[src/vrc_irq_pkg.sv]
`default_nettype none

package vrc_irq_pkg;

    // ~~~~~~~~~~~~~~~~~~~~~~~~~~~~~~~~~~~~~~~~~~~~~~~~~~~~~~~~~~~~~~~~~~~~~~~~~~~
    // cpu register offsets, as wishbone word addresses.
    localparam logic [1:0] reg_latch = 2'd0;
    localparam logic [1:0] reg_ctrl  = 2'd1;
    localparam logic [1:0] reg_ack   = 2'd2;   // a read here returns the counter.

    // save-state addresses. anything else reads back as 0xFF.
    localparam logic [5:0] sst_status   = 6'd16;
    localparam logic [5:0] sst_latch    = 6'd17;
    localparam logic [5:0] sst_counter  = 6'd18;
    localparam logic [5:0] sst_presc_lo = 6'd19;
    localparam logic [5:0] sst_presc_hi = 6'd20;

    // ~~~~~~~~~~~~~~~~~~~~~~~~~~~~~~~~~~~~~~~~~~~~~~~~~~~~~~~~~~~~~~~~~~~~~~~~~~~
    // one scanline is 341 cycles; the counter is clocked three times per line.
    localparam logic [8:0] presc_last   = 9'd340;
    localparam logic [8:0] presc_tick_a = 9'd113;
    localparam logic [8:0] presc_tick_b = 9'd227;

    // wishbone slave states.
    localparam logic [1:0] bus_idle    = 2'd0;
    localparam logic [1:0] bus_ack     = 2'd1;
    localparam logic [1:0] bus_release = 2'd2;

    // ~~~~~~~~~~~~~~~~~~~~~~~~~~~~~~~~~~~~~~~~~~~~~~~~~~~~~~~~~~~~~~~~~~~~~~~~~~~
    // the status byte, seen either as a cpu control write or as the
    // save-state status byte which also carries the pending flag.
    typedef union packed {
        struct packed {
            logic [4:0] unused;
            logic       mode;               // set selects cycle mode.
            logic       enable;
            logic       enable_after_ack;
        } cpu_ctrl;
        struct packed {
            logic [3:0] zero;
            logic       pending;
            logic       mode;
            logic       enable;
            logic       enable_after_ack;
        } sst_stat;
    } irq_status_u;

endpackage

`default_nettype wire

[src/vrc_bus_slave.sv]
`timescale 1ns/10ps
`default_nettype none

module vrc_bus_slave
    import vrc_irq_pkg::*;
(
    input  logic        clk,
    input  logic        reset,

    input  logic        wb_cyc,
    input  logic        wb_stb,
    input  logic        wb_we,
    input  logic [1:0]  wb_adr,
    input  logic [7:0]  wb_dat_w,
    output logic [7:0]  wb_dat_r,
    output logic        wb_ack,

    input  logic [7:0]  latch_value,
    input  irq_status_u status_value,
    input  logic [7:0]  counter_value,

    output logic        wr_latch,
    output logic        wr_ctrl,
    output logic        wr_ack,
    output logic [7:0]  cpu_data
);

    logic [1:0]  state;
    logic [1:0]  adr_q;
    logic        start;
    irq_status_u ctrl_word;

    assign start  = wb_cyc && wb_stb;
    assign wb_ack = (state == bus_ack);

    // ~~~~~~~~~~~~~~~~~~~~~~~~~~~~~~~~~~~~~~~~~~~~~~~~~~~~~~~~~~~~~~~~~~~~~~~~~~~
    // idle -> ack -> (release) -> idle. each request gets exactly one ack.
    always_ff @(posedge clk) begin
        if (reset) begin
            state    <= bus_idle;
            wr_latch <= 1'b0;
            wr_ctrl  <= 1'b0;
            wr_ack   <= 1'b0;
        end else begin
            wr_latch <= 1'b0;
            wr_ctrl  <= 1'b0;
            wr_ack   <= 1'b0;
            case (state)
                bus_idle: begin
                    if (start) begin
                        state    <= bus_ack;
                        wr_latch <= wb_we && (wb_adr == reg_latch);
                        wr_ctrl  <= wb_we && (wb_adr == reg_ctrl);
                        wr_ack   <= wb_we && (wb_adr == reg_ack);
                    end
                end
                bus_ack: begin
                    // master still holding the strobe, so wait for it to drop.
                    state <= start ? bus_release : bus_idle;
                end
                bus_release: begin
                    if (!start) begin
                        state <= bus_idle;
                    end
                end
                default: state <= bus_idle;
            endcase
        end
    end

    always_ff @(posedge clk) begin
        if (state == bus_idle && start) begin
            adr_q    <= wb_adr;
            cpu_data <= wb_dat_w;
        end
    end

    // control read shows only the three control bits.
    always_comb begin
        ctrl_word                           = '0;
        ctrl_word.cpu_ctrl.mode             = status_value.cpu_ctrl.mode;
        ctrl_word.cpu_ctrl.enable           = status_value.cpu_ctrl.enable;
        ctrl_word.cpu_ctrl.enable_after_ack = status_value.cpu_ctrl.enable_after_ack;
    end

    always_comb begin
        case (adr_q)
            reg_latch: wb_dat_r = latch_value;
            reg_ctrl:  wb_dat_r = ctrl_word;
            reg_ack:   wb_dat_r = counter_value;
            default:   wb_dat_r = 8'hFF;       // offset 3 is unused.
        endcase
    end

    // ~~~~~~~~~~~~~~~~~~~~~~~~~~~~~~~~~~~~~~~~~~~~~~~~~~~~~~~~~~~~~~~~~~~~~~~~~~~
    ack_after_request: assert property (@(posedge clk) disable iff (reset)
        wb_ack |-> $past(wb_cyc && wb_stb));

    one_strobe: assert property (@(posedge clk) disable iff (reset)
        $onehot0({wr_latch, wr_ctrl, wr_ack}));

endmodule

`default_nettype wire

[src/vrc_prescaler.sv]
`timescale 1ns/10ps
`default_nettype none

module vrc_prescaler
    import vrc_irq_pkg::*;
(
    input  logic       clk,
    input  logic       reset,

    input  logic       count_enable,
    input  logic       presc_clear,

    input  logic       sst_enable,
    input  logic       sst_we,
    input  logic [5:0] sst_addr,
    input  logic [7:0] sst_data_in,

    output logic       scanline_tick,
    output logic [8:0] presc_value
);

    logic [8:0] presc_next;

    // wraps at the end of each 341-cycle scanline.
    assign presc_next = (presc_value == presc_last) ? 9'd0 : presc_value + 9'd1;

    always_ff @(posedge clk) begin
        if (reset) begin
            presc_value <= 9'd0;
        end else if (sst_enable) begin
            if (sst_we && sst_addr == sst_presc_lo) begin
                presc_value[7:0] <= sst_data_in;
            end
            if (sst_we && sst_addr == sst_presc_hi) begin
                presc_value[8] <= sst_data_in[0];   // only bit 0 is kept.
            end
        end else if (presc_clear) begin
            presc_value <= 9'd0;                    // control write restarts the line.
        end else if (count_enable) begin
            presc_value <= presc_next;
        end
    end

    // three evenly spaced ticks per scanline.
    assign scanline_tick = (presc_value == presc_tick_a) ||
                           (presc_value == presc_tick_b) ||
                           (presc_value == presc_last);

    // ~~~~~~~~~~~~~~~~~~~~~~~~~~~~~~~~~~~~~~~~~~~~~~~~~~~~~~~~~~~~~~~~~~~~~~~~~~~
    // a save-state load can put the value out of range, so only the
    // counting path is held to the wrap limit.
    presc_in_range: assert property (@(posedge clk) disable iff (reset)
        (!sst_enable && presc_value <= presc_last) |=> (presc_value <= presc_last));

endmodule

`default_nettype wire

[src/vrc_irq_counter.sv]
`timescale 1ns/10ps
`default_nettype none

module vrc_irq_counter
    import vrc_irq_pkg::*;
(
    input  logic        clk,
    input  logic        reset,

    input  logic        wr_latch,
    input  logic        wr_ctrl,
    input  logic        wr_ack,
    input  logic [7:0]  cpu_data,

    input  logic        scanline_tick,
    input  logic [8:0]  presc_value,

    input  logic        sst_enable,
    input  logic        sst_we,
    input  logic [5:0]  sst_addr,
    input  logic [7:0]  sst_data_in,

    output logic        irq,
    output logic        count_enable,
    output logic        presc_clear,
    output logic [7:0]  latch_value,
    output irq_status_u status_value,
    output logic [7:0]  counter_value,
    output logic [7:0]  sst_data_out
);

    logic        mode;
    logic        enable;
    logic        enable_after_ack;
    logic        pending;
    logic        clock_event;
    irq_status_u ctrl_in;
    irq_status_u sst_in;

    assign ctrl_in = cpu_data;
    assign sst_in  = sst_data_in;

    // cycle mode clocks every cycle, scanline mode only on prescaler ticks.
    assign clock_event  = enable && (mode || scanline_tick);
    assign count_enable = enable;
    assign presc_clear  = wr_ctrl && ctrl_in.cpu_ctrl.enable && !sst_enable;

    assign irq = !(pending && enable);     // active low.

    // ~~~~~~~~~~~~~~~~~~~~~~~~~~~~~~~~~~~~~~~~~~~~~~~~~~~~~~~~~~~~~~~~~~~~~~~~~~~
    always_ff @(posedge clk) begin
        if (reset) begin
            mode             <= 1'b0;
            enable           <= 1'b0;
            enable_after_ack <= 1'b0;
            pending          <= 1'b0;
            latch_value      <= 8'd0;
            counter_value    <= 8'd0;
        end else if (sst_enable) begin
            // cpu strobes and counting are frozen during save state.
            if (sst_we && sst_addr == sst_status) begin
                pending          <= sst_in.sst_stat.pending;
                mode             <= sst_in.sst_stat.mode;
                enable           <= sst_in.sst_stat.enable;
                enable_after_ack <= sst_in.sst_stat.enable_after_ack;
            end
            if (sst_we && sst_addr == sst_latch) begin
                latch_value <= sst_data_in;
            end
            if (sst_we && sst_addr == sst_counter) begin
                counter_value <= sst_data_in;
            end
        end else begin
            if (clock_event) begin
                if (counter_value == 8'hFF) begin
                    counter_value <= latch_value;   // overflow reloads and flags.
                    pending       <= 1'b1;
                end else begin
                    counter_value <= counter_value + 8'd1;
                end
            end

            // register writes land after counting, so they win.
            if (wr_latch) begin
                latch_value <= cpu_data;
            end else if (wr_ctrl) begin
                pending          <= 1'b0;
                mode             <= ctrl_in.cpu_ctrl.mode;
                enable           <= ctrl_in.cpu_ctrl.enable;
                enable_after_ack <= ctrl_in.cpu_ctrl.enable_after_ack;
                if (ctrl_in.cpu_ctrl.enable) begin
                    counter_value <= latch_value;
                end
            end else if (wr_ack) begin
                pending <= 1'b0;
                enable  <= enable_after_ack;
            end
        end
    end

    always_comb begin
        status_value                           = '0;
        status_value.sst_stat.pending          = pending;
        status_value.sst_stat.mode             = mode;
        status_value.sst_stat.enable           = enable;
        status_value.sst_stat.enable_after_ack = enable_after_ack;
    end

    // ~~~~~~~~~~~~~~~~~~~~~~~~~~~~~~~~~~~~~~~~~~~~~~~~~~~~~~~~~~~~~~~~~~~~~~~~~~~
    always_comb begin
        case (sst_addr)
            sst_status:   sst_data_out = status_value;
            sst_latch:    sst_data_out = latch_value;
            sst_counter:  sst_data_out = counter_value;
            sst_presc_lo: sst_data_out = presc_value[7:0];
            sst_presc_hi: sst_data_out = {7'd0, presc_value[8]};
            default:      sst_data_out = 8'hFF;
        endcase
    end

    // the irq can only assert while enabled, after an overflow or a state load.
    irq_source: assert property (@(posedge clk) disable iff (reset)
        $fell(irq) |-> enable && ($past(sst_enable) || $past(counter_value == 8'hFF)));

endmodule

`default_nettype wire

[src/vrc_irq_top.sv]
`timescale 1ns/10ps
`default_nettype none

module vrc_irq_top
    import vrc_irq_pkg::*;
(
    input  logic       clk,
    input  logic       reset,

    input  logic       wb_cyc,
    input  logic       wb_stb,
    input  logic       wb_we,
    input  logic [1:0] wb_adr,
    input  logic [7:0] wb_dat_w,
    output logic [7:0] wb_dat_r,
    output logic       wb_ack,

    input  logic       sst_enable,
    input  logic       sst_we,
    input  logic [5:0] sst_addr,
    input  logic [7:0] sst_data_in,
    output logic [7:0] sst_data_out,

    output logic       irq
);

    logic        wr_latch;
    logic        wr_ctrl;
    logic        wr_ack;
    logic [7:0]  cpu_data;
    logic [7:0]  latch_value;
    logic [7:0]  counter_value;
    irq_status_u status_value;
    logic        count_enable;
    logic        presc_clear;
    logic        scanline_tick;
    logic [8:0]  presc_value;

    vrc_bus_slave vrc_bus_slave_i (
        .clk           (clk),
        .reset         (reset),
        .wb_cyc        (wb_cyc),
        .wb_stb        (wb_stb),
        .wb_we         (wb_we),
        .wb_adr        (wb_adr),
        .wb_dat_w      (wb_dat_w),
        .wb_dat_r      (wb_dat_r),
        .wb_ack        (wb_ack),
        .latch_value   (latch_value),
        .status_value  (status_value),
        .counter_value (counter_value),
        .wr_latch      (wr_latch),
        .wr_ctrl       (wr_ctrl),
        .wr_ack        (wr_ack),
        .cpu_data      (cpu_data)
    );

    vrc_prescaler vrc_prescaler_i (
        .clk           (clk),
        .reset         (reset),
        .count_enable  (count_enable),
        .presc_clear   (presc_clear),
        .sst_enable    (sst_enable),
        .sst_we        (sst_we),
        .sst_addr      (sst_addr),
        .sst_data_in   (sst_data_in),
        .scanline_tick (scanline_tick),
        .presc_value   (presc_value)
    );

    vrc_irq_counter vrc_irq_counter_i (
        .clk           (clk),
        .reset         (reset),
        .wr_latch      (wr_latch),
        .wr_ctrl       (wr_ctrl),
        .wr_ack        (wr_ack),
        .cpu_data      (cpu_data),
        .scanline_tick (scanline_tick),
        .presc_value   (presc_value),
        .sst_enable    (sst_enable),
        .sst_we        (sst_we),
        .sst_addr      (sst_addr),
        .sst_data_in   (sst_data_in),
        .irq           (irq),
        .count_enable  (count_enable),
        .presc_clear   (presc_clear),
        .latch_value   (latch_value),
        .status_value  (status_value),
        .counter_value (counter_value),
        .sst_data_out  (sst_data_out)
    );

endmodule

`default_nettype wire

[config.mk]
export PLATFORM = sky130hd
export DESIGN_NAME = vrc_irq_top
export DESIGN_NICKNAME = d
export VERILOG_FILES = /design/src/vrc_irq_pkg.sv /design/src/vrc_bus_slave.sv /design/src/vrc_prescaler.sv /design/src/vrc_irq_counter.sv /design/src/vrc_irq_top.sv
export SDC_FILE = /design/constraint.sdc
export NUM_CORES = 1
export LEC_CHECK = 0
export ABC_AREA = 1
export ABC_CLOCK_PERIOD_IN_PS = 2600
export BUFFER_PORTS_ARGS = -buffer_cell sky130_fd_sc_hd__clkbuf_2
export CORE_MARGIN = 5
export CORE_UTILIZATION = 46
export CTS_BUF_LIST = sky130_fd_sc_hd__clkbuf_16
export CTS_CLUSTER_DIAMETER = 120
export CTS_CLUSTER_SIZE = 10
export DETAILED_ROUTE_END_ITERATION = 16
export GPL_ROUTABILITY_DRIVEN = 0
export PLACE_DENSITY = 0.67
export SETUP_SLACK_MARGIN = 0.1
export SLEW_MARGIN = 20
export SYNTH_ARGS = -nofsm -noshare
export SYNTH_HDL_FRONTEND = slang
export SYNTH_HIERARCHICAL = 1
export SYNTH_SLANG_ARGS = --single-unit
[constraint.sdc]
create_clock -name clk -period 2.6 [get_ports clk]
set_clock_uncertainty 0.2 [all_clocks]
set_input_delay 0.52 -clock clk [delete_from_list [all_inputs] [get_ports clk]]
set_output_delay 0.52 -clock clk [all_outputs]
set_load 0.01 [all_outputs]
==> impl_metrics.json <==
{
  "n_antenna_cell": 0,
  "max_freq_ghz": 0.426,
  "power.switching_w": 0.000494,
  "dp_hpwl_mm": 7.33,
  "r2r-start": "vrc_prescaler_i/presc_value[0]",
  "drt-total-wl_mm": 9.47,
  "rsz0062_at_grt": "no",
  "fin_nets": 591,
  "cts_setup_buffers": 0,
  "setup.worst_path.end_class": "output pin",
  "cts_buffer_depth": 2,
  "p_leak_nw": 1.72,
  "cp.required_ps": 1880,
  "switching_share": 0.294,
  "synth_cells": 511,
  "mostFrequentLayoutCells": "nand2_1, nor2_1, inv_1, clkbuf_2, nand3_1",
  "layout_commonest_cell": "nand2_1",
  "cts_tree": "built",
  "arrival_ps": 1630,
  "die_h_um": 94.2,
  "worst_pin_slew_ps": 564,
  "start_util": 0.478,
  "cts_max_level": 2,
  "final_cell_count_no_fill": 653,
  "cellInternalPower_w": 0.00119,
  "path_clk_slew_ps": 60,
  "layout_min_cycle_time_ps": 2350,
  "cp_slowest_cell": "inv_1",
  "status": "completed",
  "p_per_area_nw_per_um2": 454,
  "path_cells": "clkbuf_2, inv_2, nand2_2, nor3_1, nand2_1, inv_1, nand2_1, o2111ai_1, clkbuf_2",
  "worstSetupEndpoint": "sst_data_out[6]",
  "grt_pass1_wl_mm": 15.4,
  "final_area_sq_um": 3700,
  "cts_buffers": 5,
  "cp.depth": 9,
  "period_share": 0.903,
  "port_buffers": 48,
  "insertion_delay_ps": 290,
  "drcViolationCount": 0,
  "antenna_found_initial": 0,
  "rrSetupSlack_ps": 330,
  "avgSynthCellArea_sq_um": 6.39,
  "die_w_um": 94.2,
  "crit_start": "sst_addr[2]",
  "viasPerCell": 5.31,
  "dpl.cell_count": 645,
  "synth_nets": 546,
  "fillers": 726,
  "num_vias": 3467,
  "drtIter0Drc": 313,
  "setup_viol": 0,
  "cp.buffers_inverters": 4,
  "max_slew_margin": 0.621,
  "grt_pass1_vias": 3072,
  "max_stage_delay_ps": 210,
  "ys_warn_count": 6,
  "syn_area_sq_um": 3260,
  "reg2reg_depth": 11,
  "fin_util": 0.541,
  "finalHoldViolCount": 0,
  "row_count": 30,
  "combPwrFrac": 0.168,
  "clkPwrFrac": 0.369,
  "worstPathMaxFanout": 8,
  "max_cap_viol_count": 0,
  "die_area_sq_um": 8880,
  "cts_sinks": 44,
  "path_delay_family": "buffers and inverters",
  "power_frac_seq": 0.464,
  "vdd_drop_max_v": 0.000375,
  "hold_class": "input port to flip-flop",
  "postRouteAntennaNets": 0,
  "rr_endpoint": "vrc_irq_counter_i/counter_value[3]",
  "cts-root-buf": "clkbuf_16",
  "wire_per_inst_um": 14.5,
  "maxSlewViolCount": 0,
  "dr.pass1.iters": 6,
  "critPathKind": "input port to output pin",
  "cp-start-kind": "input port",
  "grt.overflow.total": 0,
  "place_area_sq_um": 3540,
  "setup_tns_ps": 0,
  "io_pins": 49,
  "drive_gt1_frac": 0.196,
  "core_area_sq_um": 6830,
  "area_growth_pct": 13.3,
  "grt_max_degree": 20,
  "grt_usage": 0.220
}
layer usage:
layer  part of all wire  wire length (um)  up-vias  track usage
met5                  0                 0        -            0
met4              0.032               301        0       0.0987
met3              0.084               799       23       0.0409
met2               0.44              4140      157        0.330
met1               0.45              4230     1552        0.304
li1                   -                 -     1735            -
flip-flops by register name, summed over array words and instances, names as in the netlist, 2 cells and up:
register                         flops
vrc_irq_counter_i/latch_value        8
vrc_irq_counter_i/counter_value      8
vrc_bus_slave_i/adr_q                2
vrc_bus_slave_i/state                2
vrc_bus_slave_i/cpu_data             8
vrc_prescaler_i/presc_value          9
per-stage QoR:
stage	worst slack [ps]	hold slack [ps]	power [W]
2_1_floorplan	549	285	0.000976
3_3_place_gp	172	305	0.00107
3_5_place_dp	124	323	0.00107
4_1_cts	118	204	0.00169
5_1_grt	115	203	0.00176
6_report	253	210	0.00168
cell type report:
class	instances	area, sq um	area share
Clock inverter	3	18.8	0.00508
Clock buffer	5	125	0.0339
Inverter	63	240	0.0650
Timing Repair Buffer	52	270	0.0731
Multi-Input combinational cell	390	1940	0.525
Sequential cell	44	981	0.265
Tap cell	96	120	0.0325
power by group through the flow:
stage | logic (W) | clock network, W | registers, W
2_1_floorplan | 0.000202 | 0 | 0.000774
3_5_place_dp | 0.000278 | 0 | 0.000793
6_report | 0.000282 | 0.000619 | 0.000779
3_3_place_gp | 0.000274 | 0 | 0.000792
5_1_grt | 0.000319 | 0.000656 | 0.000784
4_1_cts | 0.000279 | 0.000633 | 0.000778
how the worst min path moves through the flow:
| stage | to | slack (ps) | startpoint | cells past startpoint |
|---|---|---|---|---|
| after floorplan | vrc_bus_slave_i/state[1] | 290 | vrc_bus_slave_i/state[1] | 3 |
| after global placement | vrc_bus_slave_i/state[1] | 300 | vrc_bus_slave_i/state[0] | 3 |
| after detailed placement | vrc_bus_slave_i/state[1] | 320 | vrc_bus_slave_i/state[1] | 3 |
| after CTS | vrc_bus_slave_i/cpu_data[0] | 200 | wb_dat_w[0] | 1 |
| after global routing | vrc_bus_slave_i/cpu_data[4] | 200 | wb_dat_w[4] | 1 |
| final | vrc_bus_slave_i/cpu_data[0] | 210 | wb_dat_w[0] | 1 |
timing repair:
action                     4_1_cts  5_1_grt
setup endpoints to repair        0       12
hold buffers                     0        0
gates resized for setup          0        3
worst register-to-register path, delay by kind of cell (launching register included):
kind / cells / cell delay, ps
and+or+nand+nor: 6 / 560
AOI/OAI and AO/OA: 3 / 700
DFF: 1 / 420
buffers and inverters: 1 / 120
adders and majority gates: 1 / 210
No activity file was read; power rests on OpenSTA's default activity.
